===== src/logic/sign_crypt_pkg.sv =====
// shared widths and beat types; the sign bit is data bit 0 and the key is fixed at 64 bits
package sign_crypt_pkg;

	// one stream byte
	localparam int byte_w = 8;

	// key width and the width of the running bit index into it
	localparam int key_w = 64;
	localparam int key_idx_w = 6;

	// depth used by every FIFO unless the top level overrides it
	localparam int default_fifo_depth = 16;

	// output beat, and the payload of the internal paths
	typedef struct packed {
		logic [byte_w-1:0] data;
		// final byte of a stream
		logic last;
	} stream_beat_t;

	// input beat with the steering flag
	typedef struct packed {
		stream_beat_t beat;
		logic is_video;
	} tagged_beat_t;

	// order FIFO entry, 1 means the byte went down the video path
	typedef logic route_t;

endpackage


===== src/logic/stream_fifo.sv =====
// single clock valid/ready FIFO; depth must be 2 or more, head entry is held while out_valid is high
`timescale 1ns/100ps

module stream_fifo #(
	parameter int depth = 4,
	parameter type payload_t = logic
) (
	input logic clk,
	input logic rst_n_200,

	input logic in_valid,
	output logic in_ready,
	input payload_t in_data,

	output logic out_valid,
	input logic out_ready,
	output payload_t out_data
);

	localparam int ptr_w = $clog2(depth);
	localparam int cnt_w = $clog2(depth + 1);

	payload_t mem [depth];
	logic [ptr_w-1:0] wr_ptr;
	logic [ptr_w-1:0] rd_ptr;
	logic [cnt_w-1:0] count;
	logic do_wr;
	logic do_rd;

	// wraps for depths that are not a power of two
	function automatic logic [ptr_w-1:0] next_ptr(input logic [ptr_w-1:0] ptr);
		if (ptr == ptr_w'(depth - 1)) begin
			return '0;
		end
		return ptr + 1'b1;
	endfunction

	assign in_ready = (count != cnt_w'(depth));
	assign out_valid = (count != '0);
	assign out_data = mem[rd_ptr];

	assign do_wr = in_valid & in_ready;
	assign do_rd = out_valid & out_ready;

	always_ff @(posedge clk) begin
		if (do_wr) begin
			mem[wr_ptr] <= in_data;
		end
	end

	always_ff @(posedge clk) begin
		if (!rst_n_200) begin
			wr_ptr <= '0;
			rd_ptr <= '0;
			count <= '0;
		end else begin
			if (do_wr) begin
				wr_ptr <= next_ptr(wr_ptr);
			end
			if (do_rd) begin
				rd_ptr <= next_ptr(rd_ptr);
			end
			case ({do_wr, do_rd})
				2'b10: count <= count + 1'b1;
				2'b01: count <= count - 1'b1;
				default: count <= count;
			endcase
		end
	end

endmodule


===== src/logic/splitter.sv =====
// forks each input beat to one data path plus the order FIFO; input must hold its beat until taken
`timescale 1ns/100ps

module splitter (
	input logic clk,
	input logic rst_n_200,

	input logic in_valid,
	output logic in_ready,
	input sign_crypt_pkg::tagged_beat_t in_beat,

	output logic vid_valid,
	input logic vid_ready,
	output sign_crypt_pkg::stream_beat_t vid_beat,

	output logic misc_valid,
	input logic misc_ready,
	output sign_crypt_pkg::stream_beat_t misc_beat,

	output logic route_valid,
	input logic route_ready,
	output sign_crypt_pkg::route_t route
);

	// set once a branch has taken the current beat
	logic dest_done;
	logic route_done;
	logic dest_ok;
	logic route_ok;
	logic dest_xfer;

	assign vid_beat = in_beat.beat;
	assign misc_beat = in_beat.beat;
	assign route = in_beat.is_video;

	assign vid_valid = in_valid & in_beat.is_video & ~dest_done;
	assign misc_valid = in_valid & ~in_beat.is_video & ~dest_done;
	assign route_valid = in_valid & ~route_done;

	assign dest_ok = dest_done | (in_beat.is_video ? vid_ready : misc_ready);
	assign route_ok = route_done | route_ready;
	assign in_ready = dest_ok & route_ok;

	assign dest_xfer = (vid_valid & vid_ready) | (misc_valid & misc_ready);

	// a branch that is ready early is not written twice
	always_ff @(posedge clk) begin
		if (!rst_n_200) begin
			dest_done <= 1'b0;
			route_done <= 1'b0;
		end else if (in_valid && in_ready) begin
			dest_done <= 1'b0;
			route_done <= 1'b0;
		end else begin
			if (dest_xfer) begin
				dest_done <= 1'b1;
			end
			if (route_valid && route_ready) begin
				route_done <= 1'b1;
			end
		end
	end

endmodule


===== src/logic/sign_scrambler.sv =====
// XORs data bit 0 of each video byte with a key bit; load the key only while no video byte is in flight
`timescale 1ns/100ps

module sign_scrambler (
	input logic clk,
	input logic rst_n_200,

	input logic [sign_crypt_pkg::key_w-1:0] key_in,
	input logic key_en,

	input logic in_valid,
	output logic in_ready,
	input sign_crypt_pkg::stream_beat_t in_beat,

	output logic out_valid,
	input logic out_ready,
	output sign_crypt_pkg::stream_beat_t out_beat
);

	logic [sign_crypt_pkg::key_w-1:0] key_reg;
	logic [sign_crypt_pkg::key_idx_w-1:0] key_idx;
	logic take;
	sign_crypt_pkg::stream_beat_t enc_beat;

	// the held beat can leave in the same cycle a new one arrives
	assign in_ready = ~out_valid | out_ready;
	assign take = in_valid & in_ready;

	always_comb begin
		enc_beat = in_beat;
		enc_beat.data[0] = in_beat.data[0] ^ key_reg[key_idx];
	end

	always_ff @(posedge clk) begin
		if (!rst_n_200) begin
			key_reg <= '0;
		end else if (key_en) begin
			key_reg <= key_in;
		end
	end

	// index wraps mod 64, restarts at each stream end
	always_ff @(posedge clk) begin
		if (!rst_n_200) begin
			key_idx <= '0;
		end else if (take) begin
			if (in_beat.last) begin
				key_idx <= '0;
			end else begin
				key_idx <= key_idx + 1'b1;
			end
		end
	end

	always_ff @(posedge clk) begin
		if (!rst_n_200) begin
			out_valid <= 1'b0;
		end else if (take) begin
			out_valid <= 1'b1;
		end else if (out_ready) begin
			out_valid <= 1'b0;
		end
	end

	always_ff @(posedge clk) begin
		if (take) begin
			out_beat <= enc_beat;
		end
	end

endmodule


===== src/logic/joiner.sv =====
// rebuilds input order from the route tags; a route is held until its path yields the matching byte
`timescale 1ns/100ps

module joiner (
	input logic clk,
	input logic rst_n_200,

	input logic route_valid,
	output logic route_ready,
	input sign_crypt_pkg::route_t route,

	input logic vid_valid,
	output logic vid_ready,
	input sign_crypt_pkg::stream_beat_t vid_beat,

	input logic misc_valid,
	output logic misc_ready,
	input sign_crypt_pkg::stream_beat_t misc_beat,

	output logic out_valid,
	input logic out_ready,
	output sign_crypt_pkg::stream_beat_t out_beat
);

	logic route_held;
	sign_crypt_pkg::route_t route_reg;
	logic beat_done;

	// only the named path is looked at
	assign out_valid = route_held & (route_reg ? vid_valid : misc_valid);
	assign out_beat = route_reg ? vid_beat : misc_beat;

	assign vid_ready = route_held & route_reg & out_ready;
	assign misc_ready = route_held & ~route_reg & out_ready;

	assign beat_done = out_valid & out_ready;

	// next route can load as the current beat leaves
	assign route_ready = ~route_held | beat_done;

	always_ff @(posedge clk) begin
		if (!rst_n_200) begin
			route_held <= 1'b0;
		end else if (route_valid && route_ready) begin
			route_held <= 1'b1;
		end else if (beat_done) begin
			route_held <= 1'b0;
		end
	end

	always_ff @(posedge clk) begin
		if (route_valid && route_ready) begin
			route_reg <= route;
		end
	end

endmodule


===== src/logic/video_sign_crypt.sv =====
// sign bit scrambler top; variable latency, at best one byte per cycle, key loads only while idle
`timescale 1ns/100ps

module video_sign_crypt #(
	parameter int fifo_depth = sign_crypt_pkg::default_fifo_depth
) (
	input logic clk,
	input logic rst_n_200,

	input logic in_valid,
	output logic in_ready,
	input sign_crypt_pkg::tagged_beat_t in_beat,

	output logic out_valid,
	input logic out_ready,
	output sign_crypt_pkg::stream_beat_t out_beat,

	input logic [sign_crypt_pkg::key_w-1:0] key_in,
	input logic key_en
);

	// input FIFO to splitter
	logic inq_valid;
	logic inq_ready;
	sign_crypt_pkg::tagged_beat_t inq_beat;

	// splitter to the three FIFOs
	logic spl_vid_valid;
	logic spl_vid_ready;
	sign_crypt_pkg::stream_beat_t spl_vid_beat;
	logic spl_misc_valid;
	logic spl_misc_ready;
	sign_crypt_pkg::stream_beat_t spl_misc_beat;
	logic spl_route_valid;
	logic spl_route_ready;
	sign_crypt_pkg::route_t spl_route;

	// video FIFO to scrambler
	logic vid_valid;
	logic vid_ready;
	sign_crypt_pkg::stream_beat_t vid_beat;

	// scrambler to scrambled FIFO
	logic enc_valid;
	logic enc_ready;
	sign_crypt_pkg::stream_beat_t enc_beat;

	// FIFOs feeding the joiner
	logic scr_valid;
	logic scr_ready;
	sign_crypt_pkg::stream_beat_t scr_beat;
	logic misc_valid;
	logic misc_ready;
	sign_crypt_pkg::stream_beat_t misc_beat;
	logic ord_valid;
	logic ord_ready;
	sign_crypt_pkg::route_t ord_route;

	// joiner to output FIFO
	logic join_valid;
	logic join_ready;
	sign_crypt_pkg::stream_beat_t join_beat;

	stream_fifo #(.depth(fifo_depth), .payload_t(sign_crypt_pkg::tagged_beat_t)) i_in_fifo (
		.clk(clk), .rst_n_200(rst_n_200),
		.in_valid(in_valid), .in_ready(in_ready), .in_data(in_beat),
		.out_valid(inq_valid), .out_ready(inq_ready), .out_data(inq_beat)
	);

	splitter i_splitter (
		.clk(clk), .rst_n_200(rst_n_200),
		.in_valid(inq_valid), .in_ready(inq_ready), .in_beat(inq_beat),
		.vid_valid(spl_vid_valid), .vid_ready(spl_vid_ready), .vid_beat(spl_vid_beat),
		.misc_valid(spl_misc_valid), .misc_ready(spl_misc_ready), .misc_beat(spl_misc_beat),
		.route_valid(spl_route_valid), .route_ready(spl_route_ready), .route(spl_route)
	);

	stream_fifo #(.depth(fifo_depth), .payload_t(sign_crypt_pkg::stream_beat_t)) i_vid_fifo (
		.clk(clk), .rst_n_200(rst_n_200),
		.in_valid(spl_vid_valid), .in_ready(spl_vid_ready), .in_data(spl_vid_beat),
		.out_valid(vid_valid), .out_ready(vid_ready), .out_data(vid_beat)
	);

	stream_fifo #(.depth(fifo_depth), .payload_t(sign_crypt_pkg::stream_beat_t)) i_misc_fifo (
		.clk(clk), .rst_n_200(rst_n_200),
		.in_valid(spl_misc_valid), .in_ready(spl_misc_ready), .in_data(spl_misc_beat),
		.out_valid(misc_valid), .out_ready(misc_ready), .out_data(misc_beat)
	);

	stream_fifo #(.depth(fifo_depth), .payload_t(sign_crypt_pkg::route_t)) i_order_fifo (
		.clk(clk), .rst_n_200(rst_n_200),
		.in_valid(spl_route_valid), .in_ready(spl_route_ready), .in_data(spl_route),
		.out_valid(ord_valid), .out_ready(ord_ready), .out_data(ord_route)
	);

	sign_scrambler i_scrambler (
		.clk(clk), .rst_n_200(rst_n_200),
		.key_in(key_in), .key_en(key_en),
		.in_valid(vid_valid), .in_ready(vid_ready), .in_beat(vid_beat),
		.out_valid(enc_valid), .out_ready(enc_ready), .out_beat(enc_beat)
	);

	stream_fifo #(.depth(fifo_depth), .payload_t(sign_crypt_pkg::stream_beat_t)) i_scr_fifo (
		.clk(clk), .rst_n_200(rst_n_200),
		.in_valid(enc_valid), .in_ready(enc_ready), .in_data(enc_beat),
		.out_valid(scr_valid), .out_ready(scr_ready), .out_data(scr_beat)
	);

	joiner i_joiner (
		.clk(clk), .rst_n_200(rst_n_200),
		.route_valid(ord_valid), .route_ready(ord_ready), .route(ord_route),
		.vid_valid(scr_valid), .vid_ready(scr_ready), .vid_beat(scr_beat),
		.misc_valid(misc_valid), .misc_ready(misc_ready), .misc_beat(misc_beat),
		.out_valid(join_valid), .out_ready(join_ready), .out_beat(join_beat)
	);

	stream_fifo #(.depth(fifo_depth), .payload_t(sign_crypt_pkg::stream_beat_t)) i_out_fifo (
		.clk(clk), .rst_n_200(rst_n_200),
		.in_valid(join_valid), .in_ready(join_ready), .in_data(join_beat),
		.out_valid(out_valid), .out_ready(out_ready), .out_data(out_beat)
	);

endmodule


===== config.mk =====
export PLATFORM = sky130hd
export DESIGN_NAME = video_sign_crypt
export DESIGN_NICKNAME = d
export VERILOG_FILES = /design/src/logic/sign_crypt_pkg.sv /design/src/logic/stream_fifo.sv /design/src/logic/splitter.sv /design/src/logic/sign_scrambler.sv /design/src/logic/joiner.sv /design/src/logic/video_sign_crypt.sv
export SDC_FILE = /design/constraint.sdc
export NUM_CORES = 1
export LEC_CHECK = 0
export BUFFER_PORTS_ARGS = -buffer_cell sky130_fd_sc_hd__buf_2
export CAP_MARGIN = 15
export CORE_MARGIN = 3
export CORE_UTILIZATION = 46
export DETAILED_ROUTE_END_ITERATION = 12
export SYNTH_ARGS = -nofsm -noshare
export SYNTH_HDL_FRONTEND = slang
export SYNTH_SLANG_ARGS = --single-unit

===== constraint.sdc =====
create_clock -name clk -period 4.35 [get_ports clk]
set_input_delay 0.435 -clock clk [delete_from_list [all_inputs] [get_ports clk]]
set_output_delay 0.435 -clock clk [all_outputs]
set_load 0.05 [all_outputs]

==> flow_summary_export.csv <==
group,metric,value,unit
finish,drive_gt1_frac,0.241,
setup_path,slowest_delay,590,ps
pwr,p_per_area,589,nW/um2
clocking,cts_tree,"built",
sta,fin_skew,22.4,ps
sta,clock.fmax,0.252,GHz
setup_path,worstPathArrival,4460,ps
sta,slew_violations,0,
floorplanning,num_rows,103,
clocking,clkLatencyLatePin,650,ps
yosys,ys_types,54,
setup_path,crit_type,"flop to flop",
yosys,ys_warn_count,0,
grt,grt_pass1_vias,19277,
hold_path,min_from,"key_in[41]",
route,first_pass_iters,7,
setup_path,cp_common_cell,"ha_1",
route,drt_iter0_drc,1212,
floorplanning,dieHeight,291,um
floorplanning,initial_core_util,0.468,
sta,slew_headroom,0.271,
pwr,leakagePower,0.0140,uW
setup_path,r2r-end,"i_misc_fifo.count[4]",
place,portBuffers,89,
setup_path,ff2ff_path_depth,13,
finish,largest_register_ffs,160,
clocking,htree_levels,3,
yosys,synth_ff_type,"edfxtp_1",
yosys,netlist_area,37300,um2
clocking,cts_max_path_buffers,3,
clocking,root_buffer,"clkbuf_16",
clocking,cts_sinks,934,
sta,rsz0062_at_grt,"false",
finish,fin_nets,2375,
yosys,syn_inst,2081,
sta,setup_violations,0,
setup_path,cp-start-kind,"flop",
finish,layout.cells.non_filler,3373,
setup_path,crit_fanout,18,
yosys,synth_edf_count,762,
clocking,clk_pin_slew,60,ps
route,routedWlPerCell,22.7,um
setup_path,crit_chain,"mux4_1 > mux4_2 > buf_4 > and3b_1 > inv_1 > ha_1 > ha_1 > nor2b_1 > o21ai_0 > a21oi_1 > nor3_1 > xnor2_1 > nor2_1",
setup_path,cp.required,4840,ps
setup_path,endpoint_kind,"flop",
yosys,synth-seq-cells,934,
sta,period_share,0.912,
grt,grt_usage,0.182,
sta,period_minus_slack,3970,ps
floorplanning,ioPinCount,90,
place,dpl_cell_area,39200,um2
sta,tns,0,ps
hold_path,hold_path_depth,3,
grt,overflow,0,
floorplanning,die_x,291,um
route,wl,76600,um
setup_path,r2r_slack,380,ps
clocking,cts_buffers,95,
yosys,syn_avg_cell_area,17.9,um2
hold_path,min_path_type,"input pin to flop",
sta,worst_slew_pin_slew,1090,ps
place,place_congestion,0.772,
route,drc,0,
setup_path,cp.depth,13,
floorplanning,dieArea,84500,um2
route,vias_per_cell,5.56,
grt,grt_max_degree,75,
pwr,vdd_drop_max,0.000319,V
setup_path,crit_family,"multiplexers",
finish,fin_area,42400,um2
setup_path,crit_buf_inv,2,
yosys,synth-async-reset-ratio,0,
floorplanning,core,79600,um2
hold_path,hold_end,"i_scrambler.key_reg[41]",
finish,area_growth,13.7,%
place,hpwl,48300,um
sta,hold_viol,0,
finish,fill_cells,6284,
grt,antenna_found_initial,6,
flow_run,maxCapViolCount,0,
setup_path,critPathSlowestCell,"mux4_1",
finish,utilization,0.532,
yosys,yosysSeqAreaShare,0.707,
yosys,synth_nets,2218,
place,placedCellCount,3180,
route,num_vias,18767,
grt,grt_pass1_wl,119000,um
finish,regMostFlops,"i_in_fifo.mem",
sta,hold_ws,39.4,ps
run_status,status,"finished, final reports clean",
route,final_antenna_net_count,0,
cells by family (layout without fill, tap and decap cells):
logic type / after synthesis / after routing / share of synthesized area
mux: 355 / 355 / 0.178
other cells: 0 / 2 / 0
buf+inv: 154 / 394 / 0.0160
xor+xnor: 39 / 39 / 0.00917
flops: 934 / 934 / 0.707
fa+ha+maj: 58 / 58 / 0.0203
simple gates: 414 / 414 / 0.0491
compound gates: 127 / 127 / 0.0209
cells in the mapped netlist (2+ instances only):
| master | n | area, um2 |
|---|---|---|
| edfxtp_1 | 762 | 22900 |
| mux4_2 | 233 | 5250 |
| nor2_1 | 206 | 773 |
| dfxtp_1 | 172 | 3440 |
| mux2i_1 | 99 | 991 |
| clkbuf_1 | 86 | 323 |
| nand2_1 | 79 | 297 |
| a21oi_1 | 58 | 290 |
| ha_1 | 54 | 676 |
| inv_1 | 41 | 154 |
| nor3_1 | 35 | 175 |
| xor2_1 | 27 | 236 |
| buf_1 | 20 | 75.1 |
| o21ai_0 | 19 | 95.1 |
| nand3_1 | 18 | 90.1 |
| nand2b_1 | 14 | 87.6 |
| mux2_2 | 13 | 146 |
| nor2b_1 | 13 | 81.3 |
| xnor2_1 | 12 | 105 |
| a21o_1 | 11 | 82.6 |
| nor4_1 | 11 | 68.8 |
| a31oi_1 | 9 | 56.3 |
| mux4_1 | 9 | 236 |
| or3_1 | 8 | 50.1 |
| a311oi_1 | 7 | 61.3 |
| nand4_1 | 7 | 43.8 |
| and2_1 | 6 | 37.5 |
| and3_1 | 5 | 31.3 |
| a22oi_1 | 4 | 30.0 |
| fa_1 | 4 | 80.1 |
| nand3b_1 | 4 | 30.0 |
| a211oi_1 | 3 | 22.5 |
| buf_2 | 3 | 15.0 |
| nor3b_1 | 3 | 22.5 |
| or4_1 | 3 | 22.5 |
| a21boi_0 | 2 | 15.0 |
| a41oi_1 | 2 | 17.5 |
| buf_6 | 2 | 22.5 |
| o21a_1 | 2 | 15.0 |
cells in the final DEF, fill, tap and decap left out, types with 10 or more instances in the layout:
cell / count
nand2_1: 79
ha_1: 54
nor2_1: 205
nor3_1: 27
xnor2_1: 12
mux2_2: 13
o21ai_0: 19
a21o_1: 11
nor4_1: 11
clkbuf_8: 14
buf_4: 70
nand3_1: 18
buf_2: 88
clkbuf_1: 30
mux4_2: 233
clkbuf_16: 97
dlygate4sd3_1: 10
nor2b_1: 13
edfxtp_1: 762
clkinv_2: 13
clkinv_1: 18
mux2i_1: 99
nand2b_1: 14
inv_1: 41
xor2_1: 27
dfxtp_1: 166
a21oi_1: 58
power by group:
group / total, uW / internal (uW) / switching, uW
registers: 11900 / 11200 / 692
logic: 5280 / 2240 / 3050
clock network: 7790 / 4480 / 3310
layout make-up:
cell class / count / area, um2 / share of cell area
inverter: 43 / 164 / 0.00387
clock inverter: 39 / 285 / 0.00673
tap: 1050 / 1310 / 0.0310
multi-input combinational: 993 / 10400 / 0.246
sequential: 934 / 26300 / 0.621
clock buffer: 141 / 2730 / 0.0645
antenna: 2 / 5.00 / 0.000118
timing repair buffer: 171 / 1130 / 0.0268
worst max-delay path by stage:
stage,from,to,slack [ps]
2_1_floorplan,flop,i_in_fifo.count[4],150
3_3_place_gp,flop,i_in_fifo.count[4],440
3_5_place_dp,flop,i_in_fifo.count[4],440
4_1_cts,flop,i_in_fifo.count[4],410
5_1_grt,flop,i_misc_fifo.count[4],190
6_report,flop,i_misc_fifo.count[4],380
metrics by stage:
step,power [uW],setup WS (ps)
global route,26100,192
CTS,25300,405
detailed placement,17400,436
global placement,17200,444
finish,25000,383
floorplan,15600,148
worst reg2reg max path, stage by stage, from the launching register on:
cell and delay, ps:
dfxtp_1 460, mux4_1 590, mux4_2 530, buf_4 220, and3b_1 400, inv_1 160, ha_1 280, ha_1 320
nor2b_1 150, o21ai_0 210, a21oi_1 100, nor3_1 220, xnor2_1 140, nor2_1 50
routing by layer:
| layer | global-route usage | vias up | routed length (um) |
|---|---|---|---|
| met5 | 0 | - | 41 |
| met4 | 0.0484 | 6 | 1680 |
| met1 | 0.261 | 9709 | 34000 |
| met3 | 0.0316 | 123 | 3730 |
| li1 | - | 8511 | - |
| met2 | 0.291 | 418 | 37100 |
timing repair:
item                      CTS  global route
gates resized for setup     0             0
hold buffers               10             0
buffers inserted            0             0
hold endpoints to repair   10             0
(Power assumes the default switching activity.)
